===== src/verilog/scopePkg.sv =====
package scopePkg;

	localparam int NUM_CHANNELS   = 4;  // flash ADC channels per board
	localparam int SAMPLE_WIDTH   = 8;  // bits per ADC sample
	localparam int ADDR_WIDTH     = 10; // sample memory depth is 2^10
	localparam int MAX_HIGHRES    = 5;  // averaging never goes past 32 samples
	localparam int EXT_TRIG_DELAY = 13; // external trigger lines up with channel triggers

	typedef logic [SAMPLE_WIDTH-1:0] sample_t;
	typedef logic [ADDR_WIDTH-1:0] addr_t; // memory address or sample count

	typedef struct packed {
		sample_t [NUM_CHANNELS-1:0] channel; // channel 0 in the low byte
	} sampleSet_t;

	typedef struct packed {
		sample_t lowThreshold;                // bottom of the trigger window
		sample_t highThreshold;               // top of the trigger window
		logic [NUM_CHANNELS-1:0] channelEnable; // channels allowed to self-trigger
		logic risingEdge;                     // 1 fires entering the window, 0 leaving it
		logic totOnDecimated;                 // count time-over-threshold on strobes only
		logic [ADDR_WIDTH-1:0] totCount;      // zero fires straight on the edge
	} triggerConfig_t;

	typedef struct packed {
		addr_t triggerPoint;     // samples kept ahead of the trigger
		addr_t nSamples;         // total samples in a capture
		logic [4:0] downsample;  // keep one sample in 2^downsample
		logic highres;           // average inside the decimation window
	} acqConfig_t;

	typedef struct packed {
		logic valid;             // taken by the memory on the same edge
		addr_t address;
		sampleSet_t samples;
	} sampleWrite_t;

	typedef struct packed {
		logic acquiring;         // capture in progress
		logic triggered;         // post-trigger part of the capture
		logic dataReady;         // capture done and memory holds it
		addr_t triggerAddress;   // last pre-trigger write address
	} acqStatus_t;

endpackage

===== src/verilog/oscilloscopeCore.sv =====
`timescale 1ns/1ps

module oscilloscopeCore (
	input  logic                     clk_flash,
	input  logic                     rst,
	input  scopePkg::sampleSet_t     adcData,
	input  scopePkg::triggerConfig_t trigConfig,
	input  scopePkg::acqConfig_t     acqConfig,
	input  logic                     startAcq,
	input  logic                     extTrig,
	input  logic                     useExtTrig,
	input  logic                     isFirst,
	input  logic                     isLast,
	input  logic [1:0]               trigIn,
	output logic [1:0]               trigOut,
	output scopePkg::sampleWrite_t   sampleWrite,
	output scopePkg::acqStatus_t     status
);

	scopePkg::sampleSet_t              regSamples; // raw samples after the pin flop
	scopePkg::sampleSet_t              avgSamples; // decimated or averaged samples
	logic                              decimateGo;
	logic [scopePkg::NUM_CHANNELS-1:0] fire;       // per-channel trigger pulses
	logic                              trigger;    // combined trigger to the controller

	sampleDecimator decimator (
		.clk_flash  (clk_flash),
		.rst        (rst),
		.adcData    (adcData),
		.downsample (acqConfig.downsample),
		.highres    (acqConfig.highres),
		.regSamples (regSamples),
		.avgSamples (avgSamples),
		.decimateGo (decimateGo)
	);

	// triggers look at every raw sample, not the decimated stream
	for (genvar ch = 0; ch < scopePkg::NUM_CHANNELS; ch++) begin : chanTrig
		channelTrigger trig (
			.clk_flash  (clk_flash),
			.rst        (rst),
			.sample     (regSamples.channel[ch]),
			.trigConfig (trigConfig),
			.decimateGo (decimateGo),
			.fire       (fire[ch])
		);
	end

	triggerCombiner combiner (
		.clk_flash     (clk_flash),
		.rst           (rst),
		.fire          (fire),
		.channelEnable (trigConfig.channelEnable),
		.extTrig       (extTrig),
		.useExtTrig    (useExtTrig),
		.isFirst       (isFirst),
		.isLast        (isLast),
		.trigIn        (trigIn),
		.trigOut       (trigOut),
		.trigger       (trigger)
	);

	acquisitionControl control (
		.clk_flash    (clk_flash),
		.rst          (rst),
		.startAcq     (startAcq),
		.trigger      (trigger),
		.decimateGo   (decimateGo),
		.avgSamples   (avgSamples),
		.triggerPoint (acqConfig.triggerPoint),
		.nSamples     (acqConfig.nSamples),
		.sampleWrite  (sampleWrite),
		.status       (status)
	);

endmodule


===== src/verilog/acquisitionControl.sv =====
`timescale 1ns/1ps

module acquisitionControl (
	input  logic                   clk_flash,
	input  logic                   rst,
	input  logic                   startAcq,
	input  logic                   trigger,
	input  logic                   decimateGo,
	input  scopePkg::sampleSet_t   avgSamples,
	input  scopePkg::addr_t        triggerPoint,
	input  scopePkg::addr_t        nSamples,
	output scopePkg::sampleWrite_t sampleWrite,
	output scopePkg::acqStatus_t   status
);

	typedef enum logic [1:0] {IDLE, PREACQ, WAITING, POSTACQ} acqState_t;

	acqState_t            state;
	scopePkg::addr_t      sampleCount;    // writes in the current phase
	scopePkg::addr_t      postTarget;     // writes owed after the trigger
	scopePkg::addr_t      nextAddr;       // circular write pointer
	scopePkg::addr_t      writeAddress;
	scopePkg::addr_t      triggerAddress;
	scopePkg::sampleSet_t writeSamples;
	logic writeNow;
	logic writeValid;
	logic acquiring;
	logic triggered;
	logic dataReady;

	assign postTarget = nSamples - triggerPoint;

	always_comb begin
		case (state)
			PREACQ:  writeNow = decimateGo;
			WAITING: writeNow = decimateGo & ~trigger; // trigger edge itself writes nothing
			POSTACQ: writeNow = decimateGo && (sampleCount != postTarget);
			default: writeNow = 1'b0;
		endcase
	end

	always_ff @(posedge clk_flash) begin
		if (rst) begin
			state       <= IDLE;
			sampleCount <= '0;
			nextAddr    <= '0;
			writeValid  <= 1'b0;
			acquiring   <= 1'b0;
			triggered   <= 1'b0;
			dataReady   <= 1'b0;
		end else begin
			writeValid <= writeNow;
			if (writeNow) begin
				nextAddr <= nextAddr + 1'b1;
			end
			case (state)
				IDLE: begin
					if (startAcq) begin
						state       <= PREACQ;
						acquiring   <= 1'b1;
						dataReady   <= 1'b0; // old capture is about to be overwritten
						sampleCount <= '0;
					end
				end
				PREACQ: begin
					if (sampleCount == triggerPoint) begin
						state       <= WAITING; // pre-trigger history is in memory
						sampleCount <= '0;
					end else if (writeNow) begin
						sampleCount <= sampleCount + 1'b1;
					end
				end
				WAITING: begin
					if (trigger) begin
						state     <= POSTACQ;
						triggered <= 1'b1;
					end
				end
				POSTACQ: begin
					if (sampleCount == postTarget) begin
						state     <= IDLE;
						acquiring <= 1'b0;
						triggered <= 1'b0;
						dataReady <= 1'b1;
					end else if (writeNow) begin
						sampleCount <= sampleCount + 1'b1;
					end
				end
				default: state <= IDLE;
			endcase
		end
	end

	always_ff @(posedge clk_flash) begin
		if (writeNow) begin
			writeAddress <= nextAddr;
			writeSamples <= avgSamples;
		end
		if ((state == WAITING) && trigger) begin
			triggerAddress <= writeAddress; // last write before triggered rises
		end
	end

	assign sampleWrite = '{valid: writeValid, address: writeAddress, samples: writeSamples};
	assign status = '{acquiring: acquiring, triggered: triggered, dataReady: dataReady,
		triggerAddress: triggerAddress};

	assert property (@(posedge clk_flash) disable iff (rst) sampleWrite.valid |-> status.acquiring)
		else $error("write at %h outside a capture", sampleWrite.address);
	assert property (@(posedge clk_flash) disable iff (rst)
		!(status.dataReady && status.acquiring))
		else $error("dataReady and acquiring both high");

endmodule


===== src/verilog/triggerCombiner.sv =====
`timescale 1ns/1ps

module triggerCombiner (
	input  logic                              clk_flash,
	input  logic                              rst,
	input  logic [scopePkg::NUM_CHANNELS-1:0] fire,
	input  logic [scopePkg::NUM_CHANNELS-1:0] channelEnable,
	input  logic                              extTrig,
	input  logic                              useExtTrig,
	input  logic                              isFirst,
	input  logic                              isLast,
	input  logic [1:0]                        trigIn,
	output logic [1:0]                        trigOut,
	output logic                              trigger
);

	logic [scopePkg::EXT_TRIG_DELAY-1:0] extDelay; // shift line for the external input
	logic selfTrig;  // this board's own trigger
	logic passLeft;  // chain trigger travelling left
	logic passRight; // chain trigger travelling right

	always_ff @(posedge clk_flash) begin
		if (rst) begin
			extDelay <= '0;
		end else begin
			extDelay <= {extDelay[scopePkg::EXT_TRIG_DELAY-2:0], extTrig};
		end
	end

	assign selfTrig  = (|(fire & channelEnable)) |
		(useExtTrig & extDelay[scopePkg::EXT_TRIG_DELAY-1]);
	assign passLeft  = trigIn[0] & ~isFirst; // leftmost board ends the left-going chain
	assign passRight = trigIn[1] & ~isLast;  // rightmost board ends the right-going chain

	always_ff @(posedge clk_flash) begin
		if (rst) begin
			trigger <= 1'b0;
			trigOut <= 2'b00;
		end else begin
			trigger    <= selfTrig | (trigIn[0] & ~isLast) | // nothing comes from right of the last
				(trigIn[1] & ~isFirst);                      // nor from left of the first
			trigOut[0] <= selfTrig | passLeft;  // towards the left neighbour
			trigOut[1] <= selfTrig | passRight; // towards the right neighbour
		end
	end

endmodule


===== src/verilog/channelTrigger.sv =====
`timescale 1ns/1ps

module channelTrigger (
	input  logic                     clk_flash,
	input  logic                     rst,
	input  scopePkg::sample_t        sample,
	input  scopePkg::triggerConfig_t trigConfig,
	input  logic                     decimateGo,
	output logic                     fire
);

	logic inWindow;   // registered window compare
	logic prevWindow; // window state one cycle back
	logic edgeSeen;   // change in the selected direction
	logic levelHeld;  // still on the post-edge side
	logic totAdvance; // counter may step this cycle
	logic [scopePkg::ADDR_WIDTH:0] totCounter; // one bit wider so it can pass totCount

	always_ff @(posedge clk_flash) begin
		if (rst) begin
			inWindow   <= 1'b0;
			prevWindow <= 1'b0;
		end else begin
			inWindow   <= (sample >= trigConfig.lowThreshold) &&
				(sample <= trigConfig.highThreshold);
			prevWindow <= inWindow;
		end
	end

	always_comb begin
		if (trigConfig.risingEdge) begin
			edgeSeen  = inWindow & ~prevWindow; // entered the window
			levelHeld = inWindow;
		end else begin
			edgeSeen  = ~inWindow & prevWindow; // dropped out of the window
			levelHeld = ~inWindow;
		end
		totAdvance = ~trigConfig.totOnDecimated | decimateGo;
	end

	always_ff @(posedge clk_flash) begin
		if (rst) begin
			fire       <= 1'b0;
			totCounter <= '0;
		end else if (trigConfig.totCount == '0) begin
			fire       <= edgeSeen; // plain edge trigger
			totCounter <= '0;
		end else if (totCounter != '0) begin
			fire <= 1'b0;
			if (totCounter > {1'b0, trigConfig.totCount}) begin
				fire       <= 1'b1; // held long enough
				totCounter <= '0;   // one pulse per qualified edge
			end else if (totAdvance) begin
				if (levelHeld) begin
					totCounter <= totCounter + 1'b1;
				end else begin
					totCounter <= '0; // level broke, give up
				end
			end
		end else begin
			fire <= 1'b0;
			if (edgeSeen) begin
				totCounter <= 1; // edge arms the counter
			end
		end
	end

	// the counter restarts after firing so a second pulse needs a new edge
	assert property (@(posedge clk_flash) disable iff (rst)
		(trigConfig.totCount != '0) && fire |=> !fire)
		else $error("fire high two cycles running with totCount %0d", trigConfig.totCount);

endmodule


===== src/verilog/sampleDecimator.sv =====
`timescale 1ns/1ps

module sampleDecimator (
	input  logic                 clk_flash,
	input  logic                 rst,
	input  scopePkg::sampleSet_t adcData,
	input  logic [4:0]           downsample,
	input  logic                 highres,
	output scopePkg::sampleSet_t regSamples,
	output scopePkg::sampleSet_t avgSamples,
	output logic                 decimateGo
);

	logic [31:0] decCount;  // free-running phase inside the window
	logic [31:0] lastCount; // final phase of a window
	logic        hrMode;
	logic        hrDump;
	logic [4:0]  hrShift;
	logic [scopePkg::MAX_HIGHRES-1:0] hrCount; // samples summed so far, minus one
	logic [scopePkg::NUM_CHANNELS-1:0][scopePkg::SAMPLE_WIDTH+scopePkg::MAX_HIGHRES-1:0] accSum;
	logic [scopePkg::NUM_CHANNELS-1:0][scopePkg::SAMPLE_WIDTH+scopePkg::MAX_HIGHRES-1:0] sumNext;
	scopePkg::sampleSet_t maxSeen; // per-channel peak since reset

	always_ff @(posedge clk_flash) begin
		regSamples <= adcData; // first flop on the ADC pins
	end

	assign lastCount  = (32'd1 << downsample) - 32'd1;
	assign decimateGo = decCount >= lastCount; // downsample 0 strobes every cycle
	assign hrMode     = highres && (downsample != 5'd0);
	assign hrDump     = decimateGo || (&hrCount); // early dump once 32 samples are in
	assign hrShift    = (downsample > 5'(scopePkg::MAX_HIGHRES)) ?
		5'(scopePkg::MAX_HIGHRES) : downsample;

	always_comb begin
		for (int c = 0; c < scopePkg::NUM_CHANNELS; c++) begin
			sumNext[c] = accSum[c] + regSamples.channel[c]; // includes this cycle's sample
		end
	end

	always_ff @(posedge clk_flash) begin
		if (rst) begin
			decCount <= '0;
		end else begin
			decCount <= decimateGo ? '0 : decCount + 32'd1; // wraps on each strobe
		end
	end

	always_ff @(posedge clk_flash) begin
		if (rst || !hrMode || hrDump) begin
			accSum  <= '0; // start a fresh window
			hrCount <= '0;
		end else begin
			accSum  <= sumNext;
			hrCount <= hrCount + 1'b1;
		end
	end

	always_ff @(posedge clk_flash) begin
		if (rst) begin
			avgSamples <= '0;
		end else if (!hrMode) begin
			avgSamples <= regSamples; // plain decimation path
		end else if (hrDump) begin
			for (int c = 0; c < scopePkg::NUM_CHANNELS; c++) begin
				avgSamples.channel[c] <= scopePkg::sample_t'(sumNext[c] >> hrShift);
			end
		end
	end

	always_ff @(posedge clk_flash) begin
		if (rst) begin
			maxSeen <= '0;
		end else begin
			for (int c = 0; c < scopePkg::NUM_CHANNELS; c++) begin
				if (regSamples.channel[c] > maxSeen.channel[c]) begin
					maxSeen.channel[c] <= regSamples.channel[c];
				end
			end
		end
	end

	// an average can never climb above the samples that went into it
	for (genvar c = 0; c < scopePkg::NUM_CHANNELS; c++) begin : avgBound
		assert property (@(posedge clk_flash) disable iff (rst)
			avgSamples.channel[c] <= maxSeen.channel[c])
			else $error("avgSamples channel %0d above input peak", c);
	end

endmodule


===== config.mk =====
export PLATFORM = sky130hd
export DESIGN_NAME = oscilloscopeCore
export DESIGN_NICKNAME = d
export VERILOG_FILES = /design/src/verilog/scopePkg.sv /design/src/verilog/oscilloscopeCore.sv /design/src/verilog/acquisitionControl.sv /design/src/verilog/triggerCombiner.sv /design/src/verilog/channelTrigger.sv /design/src/verilog/sampleDecimator.sv
export SDC_FILE = /design/constraint.sdc
export NUM_CORES = 1
export LEC_CHECK = 0
export ABC_AREA = 0
export BUFFER_PORTS_ARGS = -buffer_cell sky130_fd_sc_hd__buf_2
export CAP_MARGIN = 30
export CORE_MARGIN = 2
export CORE_UTILIZATION = 30
export DETAILED_ROUTE_END_ITERATION = 8
export GPL_ROUTABILITY_DRIVEN = 0
export HOLD_SLACK_MARGIN = 0.06
export PLACE_DENSITY = 0.45
export SLEW_MARGIN = 10
export SYNTH_ARGS = -nofsm -noshare
export SYNTH_HDL_FRONTEND = slang
export SYNTH_HIERARCHICAL = 1
export SYNTH_SLANG_ARGS = --single-unit

===== constraint.sdc =====
create_clock -name clk_flash -period 12.87 [get_ports clk_flash]
set_input_delay 3.861 -clock clk_flash [delete_from_list [all_inputs] [get_ports clk_flash]]
set_output_delay 3.861 -clock clk_flash [all_outputs]
set_load 0.02 [all_outputs]

==> results.py, run 1 <==
metrics = {
    "run_status": {
        "outcome": "finished clean",
    },
    "setup_path": {
        "critPathTopFamily": "simple AND/OR/NAND/NOR gates",
        "endpoint_kind": "register",
        "worstSetupStartpointType": "input port",
        "critPathMaxStageDelay_ns": 0.81,
        "crit_chain": "buf_2, a2111oi_4, buf_4, nand2_1, ha_1, or2_2, a21oi_1, nor2_1, ha_1, nand4_1, nor3_1, nand4_1, o21ai_2, buf_4, nand2b_1, nor2_4, buf_16",
        "arrival_ns": 9.79,
        "cp.required_ns": 13.13,
        "cp_num_buf_inv": 4,
        "path_max_fanout": 44,
        "critPathKind": "input port to register",
        "worst_path_max_delay_cell": "nor2_4",
    },
    "clock_network": {
        "cts_hold_buffers": 0,
        "cts_tree": "built",
        "clockBufferDepth": 3,
        "cts-root-buf": "clkbuf_16",
        "post_cts_buffers": 0,
        "cts_made_buffers": 38,
        "clock_latency_ns": 0.57,
        "htree_levels": 2,
        "clock-sinks": 303,
        "clk_pin_slew_ns": 0.06,
        "cts_resized": 0,
    },
    "detailed_routing": {
        "ant_nets": 0,
        "firstDrtPassIters": 5,
        "totalWireLength_mm": 59.40,
        "drt_iter0_markers": 1058,
        "wire_per_inst_um": 18.33,
        "vias_per_cell": 5.133,
        "vias": 16631,
        "drc_errors": 0,
    },
    "grt": {
        "grt_pass1_vias": 16374,
        "antenna_found_initial": 4,
        "gr-total-overflow": 0,
        "grt.total_usage_pct": 17.63,
        "grt_pass1_wl_mm": 93.12,
        "grt_max_degree": 45,
    },
    "sta": {
        "hold_ws_ns": 0.4266,
        "finalSetupViolCount": 0,
        "hold_viol": 0,
        "slew_violations": 0,
        "worst_slew_pin_slew_ns": 1.009,
        "fin_crit_sh_pct": 74.04,
        "rsz0062_at_grt": "no",
        "max_freq_mhz": 104.9,
        "tns_ns": 0,
        "min_period_ns": 9.529,
        "slew_headroom_pct": 32.25,
        "fin_skew_ns": 0.02089,
    },
    "synthesis": {
        "synth_top_cell_by_area": "dfxtp_1",
        "synth_common_cells": "dfxtp_1 (251), ha_1 (197), a21oi_1 (185)",
        "yosys_warnings": 6,
        "syn_nets": 2532,
        "yosysSeqAreaShare_pct": 33.95,
        "synth.distinct_cells": 94,
        "synth_edf_count": 52,
        "yosysMostFrequentCell": "dfxtp_1",
        "synth_top_area_share_pct": 25.90,
        "synth_flop_cell": "dfxtp_1",
        "synth-seq-cells": 303,
        "syn_area_per_cell_um2": 8.695,
        "syn_area_mm2": 0.01940,
        "synthCells": 2231,
        "netlist_top_cells_area": "dfxtp_1 (26%), ha_1 (13%), edfxtp_1 (8.0%)",
        "async_reset_ff_share_pct": 0,
    },
    "placement": {
        "port-buffer-count": 156,
        "dpl.hpwl_mm": 44.11,
    },
    "layout": {
        "final_nets": 2654,
        "fillCellCount": 6687,
        "drive_above_1_share_pct": 13.55,
        "area_growth_pct": 15.22,
    },
    "floorplanning": {
        "die_h_um": 258.3,
        "fp.dieArea_mm2": 0.06671,
        "die_x_um": 258.3,
        "core-area_mm2": 0.06423,
        "ioPinCount": 157,
        "num_rows": 93,
        "start_util_pct": 30.20,
    },
    "power": {
        "ir_worst_vdd_v": 0.00007291,
        "p_leak_nw": 9.289,
        "powerDensity_mw_per_mm2": 118.4,
    },
    "hold_path": {
        "hold_class": "register to register",
    },
    "run": {
        "max_cap_viol_count": 0,
    },
}
worst reg2reg max path, stage by stage, from the launching register on:
cell and delay, ns:
dfxtp_1 0.34, ha_1 0.32, nand4_1 0.12, nor3_1 0.45, nand4_1 0.23, o21ai_2 0.18, buf_4 0.26, nand2b_1 0.43
nor2_4 0.82, buf_16 0.26
flip-flops by register name (all words and copies together) (netlist names), 10 cells and up:
name,flops
decimator/avgSamples,32
control/triggerAddress,10
chanTrig.trig/totCounter,44
control/nextAddr,10
control/sampleWrite,32
decimator/decCount,32
combiner/extDelay,13
decimator/accSum,52
decimator/regSamples,32
control/writeAddress,10
control/sampleCount,10
where the power goes:
group	total [mW]	internal (mW)	switching, mW	leakage [nW]
combinational	0.455	0.169	0.286	6.13
sequential	1.03	0.996	0.0341	2.50
clock	1.16	0.717	0.443	0.655
total	2.65	1.88	0.763	9.29
final timing paths:
check | from | endpoint | slack (ns) | depth (start not counted)
max | acqConfig[2] | control/sampleWrite[7] | 3.34 | 17
min | decimator/avgSamples[19] | control/sampleWrite[19] | 0.43 | 0
max reg2reg | decimator/decCount[30] | control/sampleWrite[7] | 9.18 | 9
min reg2reg | decimator/avgSamples[19] | control/sampleWrite[19] | 0.43 | 0
placed cells by master (no fill, tap or decap), types with 9 or more instances in the layout:
master	instances
dfxtp_1	251
ha_1	197
a21oi_1	185
nor2_1	183
nand2_1	170
buf_2	156
inv_1	144
o21ai_0	89
nand3_1	79
xnor2_1	60
a21o_1	53
edfxtp_1	52
xor2_1	45
and2_1	42
nor3_1	41
clkbuf_16	41
a211oi_1	40
nor2b_1	38
nand4_1	36
nand2b_1	35
or3_1	33
mux2i_1	21
nor4_1	20
and3_1	20
a31oi_1	18
o211ai_1	18
or2_2	17
a22oi_1	14
o22ai_1	13
a221oi_1	12
buf_4	12
o31ai_1	11
o221ai_1	11
o2111ai_1	9
routing by layer:
metal  up-vias  track usage [%]  wire [um]
met5         -                0         11
met4         2            6.712       2124
met3       103            2.631       2432
met2       323            28.99      27080
met1      7873            23.31      27750
li1       8330                -          -
through the flow:
step	cells	utilization [%]	cell area, um^2	setup WS, ns	power, mW
after detailed placement	3168	32.69	21000	2.792	1.507
after CTS	3238	34.79	22350	3.361	2.693
after global placement	3165	32.58	20930	2.776	1.499
final	3240	34.80	22350	3.341	2.646
after floorplan	2231	-	19400	3.332	1.370
after global routing	3239	34.79	22350	2.912	2.783
layout make-up:
cell class | count | area, um^2 | share of cell area [%]
multi-input combinational | 1695 | 11860 | 53.06
sequential | 303 | 6586 | 29.47
clock buffer | 50 | 1090 | 4.876
tap | 855 | 1070 | 4.786
timing repair buffer | 171 | 940.9 | 4.210
inverter | 144 | 540.5 | 2.418
clock inverter | 20 | 257.7 | 1.153
antenna | 2 | 5.005 | 0.02239
kinds of logic after synthesis:
kind of cell    count (synthesis)  synth area share (%)
buf+inv                       233                 4.947
other cells                     1               0.01933
flops                         303                 33.95
simple gates                  788                 21.25
compound gates                572                 20.42
mux                            27                 1.451
xor+xnor                      105                 4.741
fa+ha+maj                     202                 13.22
No activity file was read; power rests on OpenSTA's default activity.
==> inputs of run 2 (changes only) <==
--- a/config.mk
+++ b/config.mk
@@ -13,7 +13,7 @@
 export DETAILED_ROUTE_END_ITERATION = 8
 export GPL_ROUTABILITY_DRIVEN = 0
 export HOLD_SLACK_MARGIN = 0.06
-export PLACE_DENSITY = 0.45
+export PLACE_DENSITY = 0.46
 export SLEW_MARGIN = 10
 export SYNTH_ARGS = -nofsm -noshare
 export SYNTH_HDL_FRONTEND = slang
==> constraint.sdc (replaced) <==
create_clock -name clk_flash -period 7.9 [get_ports clk_flash]
set_input_delay 2.37 -clock clk_flash [delete_from_list [all_inputs] [get_ports clk_flash]]
set_output_delay 2.37 -clock clk_flash [all_outputs]
set_load 0.02 [all_outputs]
==> results.py, run 2 (synthesized netlist as in run 1, its figures left out) <==
metrics = {
    "run_status": {
        "outcome": "finished clean",
    },
    "sta": {
        "tns_ns": 0,
        "finalSetupViolCount": 0,
        "fin_skew_ns": 0.01497,
        "max_freq_mhz": 150.2,
        "fin_crit_sh_pct": 84.30,
        "slew_headroom_pct": 51.96,
        "rsz0062_at_grt": "no",
        "slew_violations": 0,
        "worst_slew_pin_slew_ns": 0.7206,
        "min_period_ns": 6.659,
        "hold_viol": 0,
    },
    "detailed_routing": {
        "ant_nets": 0,
        "firstDrtPassIters": 5,
        "totalWireLength_mm": 59.09,
        "vias_per_cell": 5.164,
        "vias": 16820,
        "drt_iter0_markers": 1010,
        "wire_per_inst_um": 18.14,
        "drc_errors": 0,
    },
    "clock_network": {
        "clock_latency_ns": 0.56,
        "htree_levels": 2,
        "post_cts_buffers": 0,
        "clock-sinks": 303,
        "cts_hold_buffers": 0,
        "cts_tree": "built",
        "clk_pin_slew_ns": 0.06,
        "cts_resized": 0,
        "cts-root-buf": "clkbuf_16",
        "clockBufferDepth": 3,
        "cts_made_buffers": 40,
    },
    "layout": {
        "drive_above_1_share_pct": 14.28,
        "fin_util_pct": 34.90,
        "top_regs": "decimator/accSum: 52 flops, chanTrig.trig/totCounter: 44 flops",
        "insertedDiodeCount": 0,
        "layout_common_cells": "dfxtp_1 (251), ha_1 (197), a21oi_1 (185)",
        "largest-register": "decimator/accSum",
        "final_nets": 2672,
        "largest_reg_flops": 52,
        "layout_commonest_cell": "dfxtp_1",
        "fin_cells": 3257,
        "area_growth_pct": 15.54,
    },
    "grt": {
        "antenna_found_initial": 1,
        "grt.total_usage_pct": 17.51,
        "gr-total-overflow": 0,
        "grt_pass1_vias": 16421,
        "grt_pass1_wl_mm": 93.22,
        "grt_max_degree": 43,
    },
    "floorplanning": {
        "die_x_um": 258.3,
        "ioPinCount": 157,
        "fp.dieArea_mm2": 0.06671,
        "num_rows": 93,
        "start_util_pct": 30.20,
        "core-area_mm2": 0.06423,
        "die_h_um": 258.3,
    },
    "setup_path": {
        "reg2reg_slack_ns": 4.55,
        "cp_num_buf_inv": 3,
        "critPathTopFamily": "compound AO/OA/AOI/OAI gates",
        "critPathKind": "input port to register",
        "r2r_cells": 11,
        "timing.rr.end": "control/sampleCount[9]",
        "path_max_fanout": 18,
        "arrival_ns": 7.11,
        "cpMostUsedCell": "a21oi_1",
        "cp.required_ns": 8.35,
        "endpoint_kind": "register",
        "crit_chain": "buf_2, nor4_2, buf_4, nand2_1, ha_1, or2_2, o21ai_0, a22o_1, a21oi_1, ha_1, nand2_1, nor3_1, nand4_1, o21ai_2, buf_4, nor2b_1, o211ai_1, a21oi_1, a21oi_1, a31o_2",
        "r2r-start": "decimator/decCount[30]",
        "critPathMaxStageDelay_ns": 0.60,
        "worst_path_max_delay_cell": "a21oi_1",
        "worstSetupStartpointType": "input port",
    },
    "power": {
        "p_comb_share_pct": 17.6,
        "powerDensity_mw_per_mm2": 190.3,
        "p_seq_share_pct": 39.3,
        "p_switching_mw": 1.265,
        "internal-power_mw": 3.001,
        "ir_worst_vdd_v": 0.0001126,
        "sw_frac_of_total_pct": 29.66,
        "p_leak_nw": 9.332,
        "power.share.clock_pct": 43.1,
    },
    "hold_path": {
        "worstHoldStart": "decimator/avgSamples[7]",
        "worstHoldPathCells": 0,
        "hold_path_end": "control/sampleWrite[7]",
        "hold_class": "register to register",
    },
    "placement": {
        "placed_cells": 3184,
        "dpl.hpwl_mm": 43.75,
        "port-buffer-count": 156,
    },
    "run": {
        "max_cap_viol_count": 0,
    },
}
==> run 2: changes by cell type in the layout (fill, tap and decap cells not counted), moves of 3 or more <==
cell / delta
bufinv_16: -4
clkbuf_8: +3
clkinv_2: -3
inv_6: +4
buf_4: +18
clkinvlp_4: +4
==> run 2: how the worst max path moves through the flow <==
stage          cells after the start  slack, ns                              to         start
3_3_place_gp                      20       0.77  chanTrig[0].trig/totCounter[3]  acqConfig[3]
4_1_cts                           20       1.29  chanTrig[0].trig/totCounter[5]  acqConfig[3]
2_1_floorplan                     18       0.55          control/sampleWrite[0]  acqConfig[2]
6_report                          20       1.24          control/sampleCount[9]  acqConfig[3]
3_5_place_dp                      20       0.68  chanTrig[0].trig/totCounter[5]  acqConfig[3]
5_1_grt                           21       0.80          control/sampleCount[8]  acqConfig[3]
==> run 2: power groups by stage <==
stage	clock network, mW	registers, mW	logic (mW)
4_1_cts	1.91	1.68	0.751
3_5_place_dp	0	1.71	0.746
5_1_grt	1.96	1.68	0.841
3_3_place_gp	0	1.71	0.736
6_report	1.84	1.68	0.750
2_1_floorplan	0	1.69	0.546
==> run 2: worst register-to-register path, delay by kind of cell (launching register included) <==
kind / cells / cell delay (ns)
compound gates: 5 / 1.36
simple gates: 4 / 0.97
flops: 1 / 0.34
fa+ha+maj: 1 / 0.32
buf+inv: 1 / 0.26
==> run 2: area by class of cell <==
class | instances | area (um^2)
fill | 6648 | 41820
timing repair buffer | 187 | 1026
clock inverter | 18 | 171.4
sequential | 303 | 6586
multi-input combinational | 1695 | 11860
tap | 855 | 1070
inverter | 144 | 540.5
clock buffer | 55 | 1160
==> run 2: metrics by stage <==
stage                     hold slack [ns]  cell area (um^2)  setup WS [ns]  power (mW)
final                              0.4298             22410          1.241       4.266
after global routing               0.4435             22410         0.7981       4.487
after CTS                          0.4294             22410          1.291       4.338
after detailed placement           0.4208             21080         0.6850       2.459
after global placement             0.4156             21060         0.7730       2.447
after floorplan                    0.4030             19400         0.5511       2.232
==> run 2: routing by layer <==
metal	track usage, %	part of all wire [%]
met1	23.06	46
met2	29.14	46
met3	2.807	4.7
met4	5.893	2.8
met5	0	0.027
